### config.mk
export PLATFORM = sky130hd
export DESIGN_NAME = decode_stage
export DESIGN_NICKNAME = d
export VERILOG_FILES = /design/src/hw/la32_decode_pkg.sv /design/src/hw/decode_stage.sv /design/src/hw/uop_queue.sv /design/src/hw/imm_gen.sv /design/src/hw/op_decoder.sv
export VERILOG_INCLUDE_DIRS = /design/src /design/src/hw
export SDC_FILE = /design/constraint.sdc
export NUM_CORES = 1
export LEC_CHECK = 0
export ABC_AREA = 1
export BUFFER_PORTS_ARGS = -buffer_cell sky130_fd_sc_hd__buf_4
export CAP_MARGIN = 10
export CORE_AREA = 2 2 174 176
export CTS_BUF_LIST = sky130_fd_sc_hd__clkbuf_4 sky130_fd_sc_hd__clkbuf_8
export CTS_CLUSTER_DIAMETER = 200
export DETAILED_ROUTE_END_ITERATION = 10
export DIE_AREA = 0 0 176 178
export GPL_TIMING_DRIVEN = 0
export PLACE_DENSITY_LB_ADDON = 0.25
export SLEW_MARGIN = 5
export SYNTH_ARGS = -nofsm -noshare
export SYNTH_HDL_FRONTEND = slang
export SYNTH_SLANG_ARGS = --single-unit
### constraint.sdc
create_clock -name clk -period 3.9 [get_ports clk]
set_input_delay 0.195 -clock clk [delete_from_list [all_inputs] [get_ports clk]]
set_output_delay 0.195 -clock clk [all_outputs]
set_load 0.01 [all_outputs]
### src/hw/la32_decode_settings.svh
`ifndef LA32_DECODE_SETTINGS_SVH
`define LA32_DECODE_SETTINGS_SVH

// Datapath widths
`define LA_WORD_W       32
`define LA_REG_W        5
`define LA_EXCP_W       6

// Micro-op queue entries, also the fetch credit count after reset
`define LA_UOPQ_DEPTH   4

// Exception codes, sized to LA_EXCP_W
`define LA_EXC_ADE      6'd8    // ADEF and ADEM
`define LA_EXC_SYS      6'd11   // SYSCALL
`define LA_EXC_BRK      6'd12   // BREAK
`define LA_EXC_INE      6'd13   // Instruction not exist

`endif
### src/hw/la32_decode_pkg.sv
`include "la32_decode_settings.svh"

package la32_decode_pkg;

    typedef logic [`LA_WORD_W-1:0] word_t;
    typedef logic [`LA_REG_W-1:0]  reg_idx_t;
    typedef logic [`LA_EXCP_W-1:0] excp_code_t;

    // Unit-specific variant
    //   div    0 div.w  1 mod.w  2 div.wu  3 mod.wu
    //   mul    0 mul.w  1 mulh.w  2 mulh.wu
    //   mem    0 ld.b  1 ld.h  2 ld.w  3 st.b  4 st.h  5 st.w  6 ld.bu  7 ld.hu
    //   branch 0 b  1 beq  2 bne  3 blt  4 bge  5 bltu  6 bgeu
    //   link   0 jirl  1 bl
    typedef logic [3:0] sub_op_t;

    typedef enum logic [3:0] {
        UNIT_ALU    = 4'd0,
        UNIT_BRANCH = 4'd1,
        UNIT_DIV    = 4'd2,
        UNIT_EXCP   = 4'd3,
        UNIT_MUL    = 4'd4,
        UNIT_MEM    = 4'd5,
        UNIT_LINK   = 4'd8,     // ALU writes pc + 4 while the branch unit redirects
        UNIT_NONE   = 4'd15
    } exec_unit_e;

    typedef enum logic [3:0] {
        ALU_AND    = 4'd0,
        ALU_OR     = 4'd1,
        ALU_NOR    = 4'd2,
        ALU_XOR    = 4'd3,
        ALU_ADD    = 4'd4,
        ALU_SUB    = 4'd5,
        ALU_SLL    = 4'd6,
        ALU_SRL    = 4'd7,
        ALU_SRA    = 4'd8,
        ALU_SLT    = 4'd9,
        ALU_SLTU   = 4'd10,
        ALU_PASS_B = 4'd12
    } alu_op_e;

    typedef enum logic {
        SRC1_REG = 1'b0,
        SRC1_PC  = 1'b1
    } src1_sel_e;

    typedef enum logic [1:0] {
        SRC2_REG  = 2'd0,
        SRC2_IMM  = 2'd1,
        SRC2_RD   = 2'd2,   // Branch compares rj against rd
        SRC2_FOUR = 2'd3
    } src2_sel_e;

    typedef enum logic [2:0] {
        IMM_NONE,
        IMM_UI5,
        IMM_SI12,
        IMM_UI12,
        IMM_SI14_S2,
        IMM_SI16_S2,
        IMM_SI26_S2,
        IMM_UI20
    } imm_fmt_e;

    typedef struct packed {
        word_t      pc;
        exec_unit_e exec_unit;
        sub_op_t    sub_op;
        alu_op_e    alu_op;
        src1_sel_e  src1_sel;
        src2_sel_e  src2_sel;
        reg_idx_t   rj;
        reg_idx_t   rk;
        reg_idx_t   rd;
        word_t      imm;
        logic       reg_write;
        logic       mem_read;
        logic       mem_write;
        logic       redirect;
        logic       excp_valid;
        excp_code_t excp_code;
    } decoded_uop_t;

endpackage

### src/hw/decode_stage.sv
module decode_stage
    import la32_decode_pkg::*;
(
    input  logic         clk,
    input  logic         reset,
    input  logic         in_valid,
    input  word_t        in_pc,
    input  word_t        in_ir,
    input  logic         out_credit,
    output logic         in_credit,
    output logic         out_valid,
    output decoded_uop_t out_uop
);

    exec_unit_e   exec_unit;
    sub_op_t      sub_op;
    alu_op_e      alu_op;
    src1_sel_e    src1_sel;
    src2_sel_e    src2_sel;
    reg_idx_t     rj;
    reg_idx_t     rk;
    reg_idx_t     rd;
    imm_fmt_e     imm_fmt;
    word_t        imm;
    logic         reg_write;
    logic         mem_read;
    logic         mem_write;
    logic         redirect;
    logic         excp_valid;
    excp_code_t   excp_code;
    decoded_uop_t push_uop;

    op_decoder u_op_decoder (
        .ir         (in_ir),
        .pc         (in_pc),
        .exec_unit  (exec_unit),
        .sub_op     (sub_op),
        .alu_op     (alu_op),
        .src1_sel   (src1_sel),
        .src2_sel   (src2_sel),
        .rj         (rj),
        .rk         (rk),
        .rd         (rd),
        .imm_fmt    (imm_fmt),
        .reg_write  (reg_write),
        .mem_read   (mem_read),
        .mem_write  (mem_write),
        .redirect   (redirect),
        .excp_valid (excp_valid),
        .excp_code  (excp_code)
    );

    imm_gen u_imm_gen (
        .ir      (in_ir),
        .imm_fmt (imm_fmt),
        .imm     (imm)
    );

    assign push_uop = '{
        pc:         in_pc,
        exec_unit:  exec_unit,
        sub_op:     sub_op,
        alu_op:     alu_op,
        src1_sel:   src1_sel,
        src2_sel:   src2_sel,
        rj:         rj,
        rk:         rk,
        rd:         rd,
        imm:        imm,
        reg_write:  reg_write,
        mem_read:   mem_read,
        mem_write:  mem_write,
        redirect:   redirect,
        excp_valid: excp_valid,
        excp_code:  excp_code
    };

    uop_queue u_uop_queue (
        .clk        (clk),
        .reset      (reset),
        .push       (in_valid),     // Fetch only sends while holding a credit
        .push_uop   (push_uop),
        .out_credit (out_credit),
        .in_credit  (in_credit),
        .out_valid  (out_valid),
        .out_uop    (out_uop)
    );

endmodule

### src/hw/uop_queue.sv
`include "la32_decode_settings.svh"

module uop_queue
    import la32_decode_pkg::*;
(
    input  logic         clk,
    input  logic         reset,
    input  logic         push,
    input  decoded_uop_t push_uop,
    input  logic         out_credit,
    output logic         in_credit,
    output logic         out_valid,
    output decoded_uop_t out_uop
);

    localparam int depth  = `LA_UOPQ_DEPTH;
    localparam int ptr_w  = $clog2(depth);
    localparam int cnt_w  = $clog2(depth + 1);
    localparam int cred_w = $clog2(depth) + 2;  // Issue may grant past our depth

    decoded_uop_t      entries [depth];
    logic [ptr_w-1:0]  wr_ptr;
    logic [ptr_w-1:0]  rd_ptr;
    logic [cnt_w-1:0]  count;
    logic [cred_w-1:0] credits;    // Unspent issue credits
    logic              pop;

    function automatic logic [ptr_w-1:0] ptr_inc(input logic [ptr_w-1:0] ptr);
        return (ptr == ptr_w'(depth - 1)) ? '0 : ptr + 1'b1;
    endfunction

    assign pop       = (count != '0) && (credits != '0);
    assign out_valid = pop;
    assign in_credit = pop;        // Freed slot goes straight back to fetch
    assign out_uop   = entries[rd_ptr];

    always_ff @(posedge clk)
    begin
        if (push)
            entries[wr_ptr] <= push_uop;
    end

    always_ff @(posedge clk)
    begin
        if (reset)
        begin
            wr_ptr  <= '0;
            rd_ptr  <= '0;
            count   <= '0;
            credits <= '0;
        end
        else
        begin
            if (push)
                wr_ptr <= ptr_inc(wr_ptr);
            if (pop)
                rd_ptr <= ptr_inc(rd_ptr);

            case ({push, pop})
                2'b10:   count <= count + 1'b1;
                2'b01:   count <= count - 1'b1;
                default: count <= count;
            endcase

            case ({out_credit, pop})
                2'b10:   credits <= credits + 1'b1;
                2'b01:   credits <= credits - 1'b1;
                default: credits <= credits;        // Grant and spend cancel
            endcase
        end
    end

endmodule

### src/hw/imm_gen.sv
module imm_gen
    import la32_decode_pkg::*;
(
    input  word_t    ir,
    input  imm_fmt_e imm_fmt,
    output word_t    imm
);

    always_comb
    begin
        case (imm_fmt)
            IMM_UI5:
                imm = {27'd0, ir[14:10]};       // Shift amount
            IMM_SI12:
                imm = {{20{ir[21]}}, ir[21:10]};
            IMM_UI12:
                imm = {20'd0, ir[21:10]};
            IMM_SI14_S2:
                imm = {{16{ir[23]}}, ir[23:10], 2'b00};
            IMM_SI16_S2:
                imm = {{14{ir[25]}}, ir[25:10], 2'b00};     // JIRL and conditional branches
            IMM_SI26_S2:
                imm = {{4{ir[9]}}, ir[9:0], ir[25:10], 2'b00};  // High offset bits sit in 9:0
            IMM_UI20:
                imm = {ir[24:5], 12'd0};
            default:
                imm = '0;
        endcase
    end

endmodule

### src/hw/op_decoder.sv
`include "la32_decode_settings.svh"

module op_decoder
    import la32_decode_pkg::*;
(
    input  word_t      ir,
    input  word_t      pc,
    output exec_unit_e exec_unit,
    output sub_op_t    sub_op,
    output alu_op_e    alu_op,
    output src1_sel_e  src1_sel,
    output src2_sel_e  src2_sel,
    output reg_idx_t   rj,
    output reg_idx_t   rk,
    output reg_idx_t   rd,
    output imm_fmt_e   imm_fmt,
    output logic       reg_write,
    output logic       mem_read,
    output logic       mem_write,
    output logic       redirect,
    output logic       excp_valid,
    output excp_code_t excp_code
);

    logic rr_op;        // rd = rj op rk
    logic ri_op;        // rd = rj op imm
    logic mem_op;
    logic link_op;      // JIRL and BL
    logic cond_br;
    logic ine;

    // BEQ through BGEU sit on consecutive major opcodes
    assign cond_br = (ir[31:26] >= 6'b010110) && (ir[31:26] <= 6'b011011);

    always_comb
    begin
        exec_unit  = UNIT_NONE;
        sub_op     = '0;
        alu_op     = ALU_AND;
        src1_sel   = SRC1_REG;
        src2_sel   = SRC2_REG;
        rj         = '0;
        rk         = '0;
        rd         = '0;
        imm_fmt    = IMM_NONE;
        reg_write  = 1'b0;
        mem_read   = 1'b0;
        mem_write  = 1'b0;
        redirect   = 1'b0;
        excp_valid = 1'b0;
        excp_code  = '0;
        rr_op      = 1'b0;
        ri_op      = 1'b0;
        mem_op     = 1'b0;
        link_op    = 1'b0;
        ine        = 1'b0;

        if (pc[1:0] != 2'b00 || pc[31])
        begin
            exec_unit  = UNIT_EXCP;     // ADEF and ADEM share one code
            excp_valid = 1'b1;
            excp_code  = `LA_EXC_ADE;
        end
        else
        begin
            case (ir[31:26])
                6'b000000:
                    if (ir[25:22] == 4'b0000)
                    begin
                        rr_op     = 1'b1;
                        exec_unit = UNIT_ALU;
                        casez (ir[21:15])
                            7'b0000000:
                            begin
                                rr_op     = 1'b0;
                                exec_unit = UNIT_NONE;
                                ine       = (ir[14:0] != 15'd0);    // Only the zero word is a nop
                            end
                            7'b0100000: alu_op = ALU_ADD;       // ADD.W
                            7'b0100010: alu_op = ALU_SUB;       // SUB.W
                            7'b0100100: alu_op = ALU_SLT;       // SLT
                            7'b0100101: alu_op = ALU_SLTU;      // SLTU
                            7'b0101000: alu_op = ALU_NOR;       // NOR
                            7'b0101001: alu_op = ALU_AND;       // AND
                            7'b0101010: alu_op = ALU_OR;        // OR
                            7'b0101011: alu_op = ALU_XOR;       // XOR
                            7'b0101110: alu_op = ALU_SLL;       // SLL.W
                            7'b0101111: alu_op = ALU_SRL;       // SRL.W
                            7'b0110000: alu_op = ALU_SRA;       // SRA.W
                            7'b0111000, 7'b0111001, 7'b0111010:
                            begin
                                exec_unit = UNIT_MUL;
                                sub_op    = {2'b00, ir[16:15]};
                            end
                            7'b10000??:
                            begin
                                exec_unit = UNIT_DIV;
                                sub_op    = {2'b00, ir[16:15]};
                            end
                            7'b1010100, 7'b1010110:
                            begin
                                rr_op      = 1'b0;
                                exec_unit  = UNIT_EXCP;
                                excp_valid = 1'b1;
                                excp_code  = ir[16] ? `LA_EXC_SYS : `LA_EXC_BRK;
                            end
                            default: ine = 1'b1;
                        endcase
                    end
                    else
                    begin
                        ri_op   = 1'b1;
                        imm_fmt = ir[24] ? IMM_UI12 : IMM_SI12;     // Logic ops zero-extend
                        case (ir[25:22])
                            4'b0001:
                            begin
                                imm_fmt = IMM_UI5;      // SLLI.W SRLI.W SRAI.W
                                ine     = (ir[21:20] != 2'b00) || (ir[17:15] != 3'b001)
                                          || (ir[19:18] == 2'b11);
                                alu_op  = ir[19] ? ALU_SRA : (ir[18] ? ALU_SRL : ALU_SLL);
                            end
                            4'b1000: alu_op = ALU_SLT;      // SLTI
                            4'b1001: alu_op = ALU_SLTU;     // SLTUI
                            4'b1010: alu_op = ALU_ADD;      // ADDI.W
                            4'b1101: alu_op = ALU_AND;      // ANDI
                            4'b1110: alu_op = ALU_OR;       // ORI
                            4'b1111: alu_op = ALU_XOR;      // XORI
                            default: ine = 1'b1;
                        endcase
                    end
                6'b000101, 6'b000111:
                    if (!ir[25])
                    begin
                        exec_unit = UNIT_ALU;   // LU12I.W or PCADDU12I
                        alu_op    = ir[27] ? ALU_ADD : ALU_PASS_B;
                        src1_sel  = ir[27] ? SRC1_PC : SRC1_REG;
                        src2_sel  = SRC2_IMM;
                        imm_fmt   = IMM_UI20;
                        rd        = ir[4:0];
                        reg_write = 1'b1;
                    end
                    else
                        ine = 1'b1;
                6'b001010:
                begin
                    mem_op = 1'b1;
                    case (ir[25:22])
                        4'b0000: sub_op = 4'd0;     // LD.B
                        4'b0001: sub_op = 4'd1;     // LD.H
                        4'b0010: sub_op = 4'd2;     // LD.W
                        4'b0100: sub_op = 4'd3;     // ST.B
                        4'b0101: sub_op = 4'd4;     // ST.H
                        4'b0110: sub_op = 4'd5;     // ST.W
                        4'b1000: sub_op = 4'd6;     // LD.BU
                        4'b1001: sub_op = 4'd7;     // LD.HU
                        4'b1011: mem_op = 1'b0;     // PRELD
                        default: ine = 1'b1;
                    endcase
                end
                6'b001110: ine = (ir[25:15] != 11'b00011100100);   // DBAR, IBAR is gone
                6'b010011:
                begin
                    link_op = 1'b1;     // JIRL
                    imm_fmt = IMM_SI16_S2;
                    rj      = ir[9:5];
                    rd      = ir[4:0];
                end
                6'b010100:
                begin
                    exec_unit = UNIT_BRANCH;    // B
                    imm_fmt   = IMM_SI26_S2;
                    redirect  = 1'b1;
                end
                6'b010101:
                begin
                    link_op = 1'b1;     // BL writes the return address to r1
                    sub_op  = 4'd1;
                    imm_fmt = IMM_SI26_S2;
                    rd      = 5'd1;
                end
                6'b010110, 6'b010111: alu_op = ALU_SUB;     // BEQ BNE
                6'b011000, 6'b011001: alu_op = ALU_SLT;     // BLT BGE
                6'b011010, 6'b011011: alu_op = ALU_SLTU;    // BLTU BGEU
                default: ine = 1'b1;
            endcase

            if (ine)
            begin
                exec_unit  = UNIT_EXCP;
                alu_op     = ALU_AND;
                imm_fmt    = IMM_NONE;
                excp_valid = 1'b1;
                excp_code  = `LA_EXC_INE;
            end
            else
            begin
                if (rr_op || ri_op || mem_op || cond_br)
                begin
                    rj = ir[9:5];
                    rd = ir[4:0];
                end
                if (rr_op)
                begin
                    rk        = ir[14:10];
                    reg_write = 1'b1;
                end
                if (ri_op)
                begin
                    exec_unit = UNIT_ALU;
                    src2_sel  = SRC2_IMM;
                    reg_write = 1'b1;
                end
                if (mem_op)
                begin
                    exec_unit = UNIT_MEM;
                    imm_fmt   = IMM_SI12;
                    mem_read  = !ir[24];    // Stores have bit 24 set
                    mem_write = ir[24];
                    reg_write = !ir[24];
                end
                if (cond_br)
                begin
                    exec_unit = UNIT_BRANCH;
                    sub_op    = ir[29:26] - 4'd5;
                    src2_sel  = SRC2_RD;
                    imm_fmt   = IMM_SI16_S2;
                    redirect  = 1'b1;
                end
                if (link_op)
                begin
                    exec_unit = UNIT_LINK;
                    alu_op    = ALU_ADD;
                    src1_sel  = SRC1_PC;
                    src2_sel  = SRC2_FOUR;
                    reg_write = 1'b1;
                    redirect  = 1'b1;
                end
            end
        end
    end

endmodule

==> impl_results.md, run 1 <==
- Status: completed
- GP Congestion: 0.964
- Synth async-reset ratio: 0
- Boundary Pins: 175
- Share of the clock period used by the worst path: 0.956
- Sequential fraction of the synthesis area: 0.705
- Wirelength per Cell: 21.1 um
- Worst-path cell chain: clkbuf_2 > inv_1 > clkdlybuf4s15_1 > clkbuf_1 > nor2_1 > o22ai_1 > buf_4
- Final slew viol count: 0
- Clk_skew: 20.7 ps
- Die extent in y: 178 um
- Avg Vias per Cell: 5.93
- Switch share: 0.343
- WP data arrival: 3540 ps
- Port buffer count: 169
- Ys flop type: edfxtp_1
- Cell count of the worst hold path: 3
- Hold crit path type: in2reg
- Number of flops mapped to enable cells by yosys: 408
- Worst endpoint required time: 3700 ps
- Slack of the worst reg-to-reg path: 1560 ps
- Most frequent cells in the layout: edfxtp_1 (408), nor2_1 (289), o21ai_0 (227), buf_4 (174), nand2_1 (116)
- WL final: 46,500 um
- Core area: 29,400 um2
- Count of warnings emitted by yosys: 0
- Worst Tran Pin Value: 821 ps
- CTS tree: done
- Min cycle time layout: 3730 ps
- Slew HR: 0.453
- Startpoint types: flip-flop
- Average cell area after synthesis: 11.9 um2
- Crit Path Class: reg2out
- Post-Syn Area: 17,700 um2
- Wire length on met2: 22,500 um
- Die area: 31,300 um2
- Clock Sink Count: 421
- Design Power: 0.0128 W
- RR Endpoint: u_uop_queue.credits[3]$_SDFFE_PP0P_
- Worst Reg-to-Reg Cells: 13
- Rows: 63
- CP max FO: 10
- Setup Slack @ Placement: 729 ps
- Initial antenna violation count: 0
- Internal Power: 0.00840 W
- PD cells: 605 nW/um2
- DRT Pass-1 Iters: 6
- Post-layout net count: 1,853
- Starting density of the core: 0.603
- Num CTS Buffers: 61
- Leak: 8.31 nW
- Number of global-route vias before repair: 12,500
- Max_cap viols: 0
- Grt ovf: 0
- Final Hold Viols: 0
- # diodes: 0
- Synth unique cells: 46
- Largest net degree at the start of global routing: 76
- Post-synthesis register bit count: 421
- First-pass GRT wire length: 69,800 um
- Dpl hpwl: 30,000 um
- Residual DRC: 0
- Hold wc startpoint: in_ir[23]
- Clock Latency Late Sink: 610 ps
- First DRT Iteration DRCs: 1,627
- Share of cells above drive strength 1: 0.177
- Comb power frac: 0.339
- Slowest-stage cell, CP: clkdlybuf4s15_1
- F_max: 0.268 GHz
- Cells after Synth: 1,496
- GRT Total Usage: 0.294
- Commonest non-fill, non-tap cell in the layout: edfxtp_1
- Vias post-DR: 13,100
- Util after Layout: 0.719
- Top Layer Used: met4
- FF-to-FF Start: u_uop_queue.credits[0]$_SDFFE_PP0P_
- Sequential power share: 0.405
- Slowest stage delay, CP: 710 ps
- Final WS setup: 170 ps
- Die width: 176 um
- Psw: 0.00439 W
- Buf/Inv on CP: 5
- Hold Path End: u_uop_queue.entries[0][41]$_DFFE_PP_
- Clock share of power: 0.256
- Fin Setup TNS: 0 ps
- H-tree levels: 2
- RSZ-0062 raised after global routing: no
- Antenna-violating nets left: 0
- Crit end category: primary output
- Worst-path clk slew: 70 ps
- Root buf cell: clkbuf_8
- Met3 WL: 4290 um
- Wire length on met1: 18,800 um
- Area grow syn2layout: 19.2%
- Max IR drop VDD: 0.347 mV
- Final setup fails: 0
- Clock Tree Buf Depth: 3
- Cell family with most CP delay: buffers and inverters
==> what timing repair did <==
item / CTS / global route
hold buffers: 36 / 0
setup endpoints to repair: 0 / 11
buffers inserted: 0 / 0
resized for setup: 0 / 4
endpoints found under the hold margin: 139 / 0
==> worst min-delay path, stage by stage <==
cell and delay, ps:
buf_4 130, nand2_1 60, nand4_1 160
==> routing by layer <==
layer  GRT usage  up-vias
li1            -     5978
met4      0.0868        0
met2       0.478      704
met3      0.0448       74
met5           0        -
met1       0.418     6342
==> cell usage after synthesis, types with 7 or more instances <==
cell type,count,area (um2)
nor2_2,7,43.8
edfxtp_1,408,12300
ha_1,14,175
nand2_1,116,435
nand3_1,17,85.1
o21ai_0,227,1140
nor3_1,23,115
clkbuf_1,69,259
o21ai_1,8,40.0
nand4_1,16,100
a211oi_1,8,60.1
dfxtp_1,13,260
inv_2,9,33.8
nor2_1,289,1080
o22ai_1,106,663
nor2_4,8,90.1
a21oi_1,24,120
inv_1,81,304
==> through the flow <==
step | hold WS, ps | cells | area, um2
after floorplan | 294 | 1497 | 17700
after global placement | 395 | 2056 | 19500
after detailed placement | 399 | 2060 | 19600
after CTS | 34.7 | 2207 | 21100
after global routing | 50.0 | 2207 | 21100
final | 57.8 | 2207 | 21100
==> power by group through the flow <==
stage / combinational, W / clock, W / sequential, W
2_1_floorplan: 0.00225 / 0 / 0.00526
3_3_place_gp: 0.00415 / 0 / 0.00530
3_5_place_dp: 0.00427 / 0 / 0.00528
4_1_cts: 0.00431 / 0.00329 / 0.00518
5_1_grt: 0.00470 / 0.00349 / 0.00520
6_report: 0.00434 / 0.00327 / 0.00518
==> sequential cells by signal (all words and copies together), names as in the netlist, named ones only <==
name                 flops
u_uop_queue.count        3
u_uop_queue.rd_ptr       2
u_uop_queue.entries    408
u_uop_queue.credits      4
u_uop_queue.wr_ptr       2
==> worst max-delay path by stage <==
stage | startpoint | endpoint | slack (ps) | depth (start not counted)
floorplan | u_uop_queue.wr_ptr[0]$_SDFFE_PP0P_ | u_uop_queue.entries[3][0]$_DFFE_PP_ | 880 | 3
global placement | u_uop_queue.wr_ptr[0]$_SDFFE_PP0P_ | u_uop_queue.entries[3][66]$_DFFE_PP_ | -610 | 3
detailed placement | flip-flop | out_uop[58] | 730 | 7
CTS | flip-flop | out_uop[58] | 40 | 7
global route | flip-flop | out_uop[59] | 10 | 7
finish | flip-flop | out_uop[58] | 170 | 7
==> cells by family after synthesis <==
family,count (synthesis),synth area share
AND/OR/NAND/NOR,493,0.121
flip-flops,421,0.705
AO/OA/AOI/OAI,393,0.123
buffers and inverters,170,0.0378
adder cells (fa/ha/maj),16,0.0121
XOR/XNOR,2,0.000988
other,1,0.000211
==> final cells by class <==
class	count	area, um2
sequential	421	12500
tap	390	488
inverter	90	358
multi-input combinational	906	4560
clock buffer	82	997
fill	1966	8260
buffer	80	340
clock inverter	29	145
timing repair buffer	209	1740
Note: power is estimated with default switching activity, not from simulation.
==> run 2, diff against run 1 <==
Settings changed: ABC_AREA 1 to default, SLEW_MARGIN 5 to 0.
==> impl_results.md, run 2 <==
- Status: completed
- Share of the clock period used by the worst path: 0.890
- Commonest non-fill, non-tap cell in the layout: edfxtp_1
- WL final: 39,800 um
- Die width: 176 um
- CP endpoint: out_uop[36]
- Post-synth top area share: 0.694
- Largest Register: u_uop_queue.entries
- Final Hold Viols: 0
- Worst-path clk slew: 60 ps
- Startpoint types: flip-flop
- Boundary Pins: 175
- Antenna-violating nets left: 0
- Worst-path cell chain: clkbuf_1 > buf_1 > mux4_2 > buf_4
- Max IR drop VDD: 0.335 mV
- Core area: 29,400 um2
- Post-synthesis register bit count: 421
- Most frequent cells in the layout: edfxtp_1 (408), buf_4 (175), mux4_2 (102), clkbuf_8 (66), nor2_1 (59)
- DRT Pass-1 Iters: 5
- Number of global-route vias before repair: 10,500
- Post-layout net count: 1,336
- Fin area: 21,100 um2
- Residual DRC: 0
- Worst Tran Pin Value: 965 ps
- RR Endpoint: u_uop_queue.credits[3]$_SDFFE_PP0P_
- Die extent in y: 178 um
- Leak: 7.33 nW
- First DRT Iteration DRCs: 900
- Port buffer count: 165
- Crit end category: primary output
- Wirelength per Cell: 23.6 um
- Slowest-stage cell, CP: buf_1
- Vias post-DR: 10,300
- Clock Latency Late Sink: 600 ps
- Final slew viol count: 0
- Crit Path Class: reg2out
- Share of cells above drive strength 1: 0.325
- Most common cell in the netlist: edfxtp_1
- Post-synth top area cell: edfxtp_1
- Setup bufs post-CTS: 0
- H-tree levels: 2
- Post-synth top cells: edfxtp_1 (408), mux4_2 (102), nor2_1 (59)
- Max_cap viols: 0
- Slack of the worst reg-to-reg path: 1550 ps
- Dpl hpwl: 27,200 um
- PD cells: 530 nW/um2
- Min Hold Slack: 64.8 ps
- Synth async-reset ratio: 0
- Final setup fails: 0
- First-pass GRT wire length: 60,300 um
- Max reg flops: 408
- Sequential fraction of the synthesis area: 0.709
- Grt ovf: 0
- Initial antenna violation count: 2
- Fillers: 1,838
- GRT Total Usage: 0.258
- Clock Tree Buf Depth: 3
- Post-Syn Area: 17,700 um2
- Area post-placement: 19,600 um2
- Largest net degree at the start of global routing: 44
- Min cycle time layout: 3470 ps
- Die area: 31,300 um2
- Root buf cell: clkbuf_8
- Number of flops mapped to enable cells by yosys: 408
- Slew HR: 0.352
- Starting density of the core: 0.601
- Hold crit path type: in2reg
- Rows: 63
- Synth unique cells: 74
- WP data arrival: 3280 ps
- Clk_skew: 14.7 ps
- F_max: 0.288 GHz
- Synth area leaders: edfxtp_1 (69%), mux4_2 (13%), dfxtp_1 (1.5%)
- Clock Sink Count: 421
- Slowest stage delay, CP: 780 ps
- Top flop regs: u_uop_queue.entries (408), u_uop_queue.credits (4), u_uop_queue.count (3)
- Area grow syn2layout: 19.7%
- Average cell area after synthesis: 18.0 um2
- Ys flop type: edfxtp_1
- CP max FO: 10
- FF-to-FF Start: u_uop_queue.credits[1]$_SDFFE_PP0P_
- RSZ-0062 raised after global routing: no
- Worst endpoint required time: 3700 ps
- Cells after Synth: 981
- Num CTS Buffers: 61
- GP Congestion: 0.964
- Worst Reg-to-Reg Cells: 9
- Count of warnings emitted by yosys: 0
- Avg Vias per Cell: 6.10
- CTS tree: done
run 2: cell types whose count changed in the layout (fill, tap and decap cells not counted), sizes merged, moves of 16 or more:
cell / before / now
mux4: 0 / 102
o22ai: 106 / 1
nor2: 304 / 59
nand2: 118 / 23
inv: 92 / 29
buf: 184 / 210
o31ai: 0 / 16
o21ai: 235 / 19
mux2i: 0 / 16
clkbuf: 150 / 118
run 2: worst min path at each step:
stage | start | endpoint | slack [ps] | cells past startpoint
final | in_ir[6] | u_uop_queue.entries[1][54]$_DFFE_PP_ | 60 | 3
after global routing | in_ir[8] | u_uop_queue.entries[3][56]$_DFFE_PP_ | 50 | 3
after CTS | in_ir[6] | u_uop_queue.entries[1][54]$_DFFE_PP_ | 40 | 3
after detailed placement | reset | u_uop_queue.count[2]$_SDFFE_PP0P_ | 370 | 2
after global placement | reset | u_uop_queue.count[2]$_SDFFE_PP0P_ | 360 | 2
after floorplan | reset | u_uop_queue.count[2]$_SDFFE_PP0P_ | 260 | 1
run 2: through the flow:
stage,total power [W],utilization,setup TNS (ps),std cells,setup slack (ps)
after floorplan,0.00684,-,0,982,525
after global placement,0.00786,0.659,-472930,1537,-1210
after detailed placement,0.00789,0.666,0,1545,629
after CTS,0.0113,0.719,0,1688,323
after global routing,0.0117,0.719,0,1689,200
final,0.0112,0.719,0,1690,428
run 2: worst max-delay path, delay by kind of cell, from the launching register on:
family / cells / cell delay (ps)
buf+inv: 3 / 1650
mux: 1 / 630
flops: 1 / 400
run 2: final cells by class:
type | instances | area (um2) | area share
flip-flops and latches | 421 | 12500 | 0.592
multi-input cells | 469 | 4750 | 0.225
repair buffers | 207 | 1760 | 0.0833
clock buffers | 92 | 1100 | 0.0522
well taps | 390 | 488 | 0.0231
plain buffers | 63 | 304 | 0.0144
clock inverters | 17 | 115 | 0.00544
inverters | 29 | 109 | 0.00515
diodes | 2 | 5.00 | 0.000237
run 2: power breakdown:
group,internal (W),switching [W],total (W),leakage [nW]
Sequential,0.00513,0.0000688,0.00520,4.10
Combinational,0.00133,0.00126,0.00259,2.58
Clock,0.00187,0.00154,0.00341,0.645
Total,0.00833,0.00287,0.0112,7.33
run 2: logic make-up (layout without fill, tap and decap cells):
kind of cell,Yosys count,after routing,share of synthesized area
AOI/OAI and AO/OA,124,124,0.0501
xor gates and xnor gates,10,10,0.00496
adders and majority gates,16,16,0.0122
buffers and inverters,92,408,0.0234
DFF,421,421,0.709
muxes,118,118,0.139
other,1,4,0.000212
and+or+nand+nor,199,199,0.0615
run 2: layer usage:
metal  up-vias  routed length (um)  GRT usage
li1       4559                   -          -
met1      5242               16300      0.356
met2       436               19800      0.428
met3        65                2940     0.0531
met4         0                 788     0.0654
met5         -                   0          0
run 2: repair_timing:
| action | CTS | global route |
|---|---|---|
| hold buffers | 34 | 0 |
| endpoints found under the hold margin | 130 | 0 |
| gates resized for setup | 0 | 0 |
==> run 3, diff against run 2 <==
Settings changed: CORE_AREA 2 2 174 176 to 2 2 197 199, DIE_AREA 0 0 176 178 to 0 0 199 201, GPL_ROUTABILITY_DRIVEN from default to 0.
==> impl_results.md, run 3 (synthesized netlist as in run 2, its figures left out) <==
- H-tree levels: 3
- WP data arrival: 3200 ps
- FF-to-FF Start: u_uop_queue.credits[1]$_SDFFE_PP0P_
- Vias post-DR: 10,200
- Root buf cell: clkbuf_8
- Max reg flops: 408
- Levels on crit path: 4
- Clk_skew: 18.1 ps
- Worst endpoint required time: 3700 ps
- Number of global-route vias before repair: 10,300
- # diodes: 0
- Clock Sink Count: 421
- Port buffer count: 165
- Hold wc startpoint: in_ir[8]
- RSZ-0062 raised after global routing: no
- WL final: 40,900 um
- Residual DRC: 0
- Worst Tran Pin Value: 989 ps
- Min cycle time layout: 3400 ps
- Startpoint types: flip-flop
- Crit end category: primary output
- Max IR drop VDD: 0.294 mV
- Antenna-violating nets left: 0
- Commonest non-fill, non-tap cell in the layout: edfxtp_1
- Post-layout net count: 1,344
- Die extent in y: 201 um
- RR Endpoint: u_uop_queue.credits[3]$_SDFFE_PP0P_
- Slowest stage delay, CP: 750 ps
- Area grow syn2layout: 21.2%
- Clock Latency Late Sink: 610 ps
- Grt ovf: 0
- Core area: 38,100 um2
- Die width: 199 um
- Slack of the worst reg-to-reg path: 1580 ps
- Cell family with most CP delay: buffers and inverters
- Wirelength per Cell: 22.4 um
- DRT Pass-1 Iters: 5
- Rows: 72
- Initial antenna violation count: 0
- Status: completed
- Boundary Pins: 175
- Leak: 7.39 nW
- CP max FO: 10
- CP endpoint: out_uop[65]
- Worst-path cell chain: clkbuf_1 > buf_1 > mux4_2 > buf_4
- Share of cells above drive strength 1: 0.325
- Crit Path Class: reg2out
- Final slew viol count: 0
- Num CTS Buffers: 70
- Final setup fails: 0
- Starting density of the core: 0.463
- Avg Vias per Cell: 5.59
- F_max: 0.294 GHz
- CTS tree: done
- Largest net degree at the start of global routing: 53
- First-pass GRT wire length: 61,100 um
- Max_cap viols: 0
- Hold crit path type: in2reg
- Final Hold Viols: 0
- Clock Tree Buf Depth: 3
- Fin Setup TNS: 0 ps
- Worst Reg-to-Reg Cells: 9
- Share of the clock period used by the worst path: 0.871
- Post-cts resize count: 0
- Util after Layout: 0.562
- PD cells: 539 nW/um2
- Slowest-stage cell, CP: buf_1
- Top flop regs: u_uop_queue.entries (408), u_uop_queue.credits (4), u_uop_queue.count (3)
- Worst-path clk slew: 60 ps
- Dpl hpwl: 27,200 um
- Buf/Inv on CP: 3
- Largest Register: u_uop_queue.entries
- Die area: 40,000 um2
- Most frequent cells in the layout: edfxtp_1 (408), buf_4 (175), mux4_2 (102), clkbuf_8 (73), nor2_1 (59)
- First DRT Iteration DRCs: 803
- Slew HR: 0.336
- GRT Total Usage: 0.206
[run 3: changes by cell type in the layout (fill, tap and decap cells not counted), moves of 2 or more]
cell,before,now
buf_16,3,6
clkinv_1,9,16
clkinv_2,4,7
diode_2,2,0
buf_12,5,0
clkbuf_4,26,20
clkbuf_8,66,73
inv_6,0,2
[run 3: cell type report]
| cell class | instances | area, um2 |
|---|---|---|
| inverters | 29 | 109 |
| well taps | 518 | 648 |
| flip-flops and latches | 421 | 12500 |
| clock inverters | 28 | 180 |
| repair buffers | 206 | 1750 |
| multi-input cells | 469 | 4750 |
| clock buffers | 93 | 1150 |
| plain buffers | 63 | 304 |
| fillers | 3024 | 16700 |
[run 3: worst register-to-register path, stage by stage (launching register included)]
cell,delay [ps]
dfxtp_1,390
nor4_1,80
nor2_1,390
ha_1,290
ha_1,240
a21o_1,170
a21oi_1,170
xnor2_1,90
or3_1,300
a21oi_1,130
[run 3: worst min-delay path by stage]
stage | end | cells after the start | slack (ps)
2_1_floorplan | u_uop_queue.count[2]$_SDFFE_PP0P_ | 1 | 260
3_5_place_dp | u_uop_queue.count[2]$_SDFFE_PP0P_ | 2 | 370
3_3_place_gp | u_uop_queue.count[2]$_SDFFE_PP0P_ | 2 | 370
6_report | u_uop_queue.entries[3][56]$_DFFE_PP_ | 3 | 50
5_1_grt | u_uop_queue.entries[3][56]$_DFFE_PP_ | 3 | 40
4_1_cts | u_uop_queue.entries[3][56]$_DFFE_PP_ | 3 | 5
[run 3: per-layer routing]
metal  vias to the layer above  GRT usage  wire length, um
met5                         -          0                0
met4                         0     0.0674              905
met3                        75     0.0531             3290
met2                       450      0.326            19400
met1                      5127      0.281            17300
li1                       4569          -                -
[run 3: power by group]
group,switching (W),internal [W]
Combinational,0.00129,0.00134
Clock,0.00168,0.00205
Sequential,0.0000614,0.00513
[run 3: through the flow]
step / cell area, um2 / worst slack [ps] / cells / power [W] / hold WS (ps)
after floorplan: 17700 / 525 / 982 / 0.00684 / 264
after global placement: 19600 / -1480 / 1665 / 0.00793 / 371
after detailed placement: 19700 / 753 / 1671 / 0.00793 / 372
after CTS: 21400 / 317 / 1827 / 0.0117 / 5.11
after global routing: 21400 / 190 / 1827 / 0.0121 / 41.0
final: 21400 / 501 / 1827 / 0.0115 / 54.0
[run 3: repair_timing]
| action | in CTS | in global routing |
|---|---|---|
| hold buffers | 35 | 0 |
| buffers inserted | 0 | 0 |
| endpoints found under the hold margin | 135 | 0 |
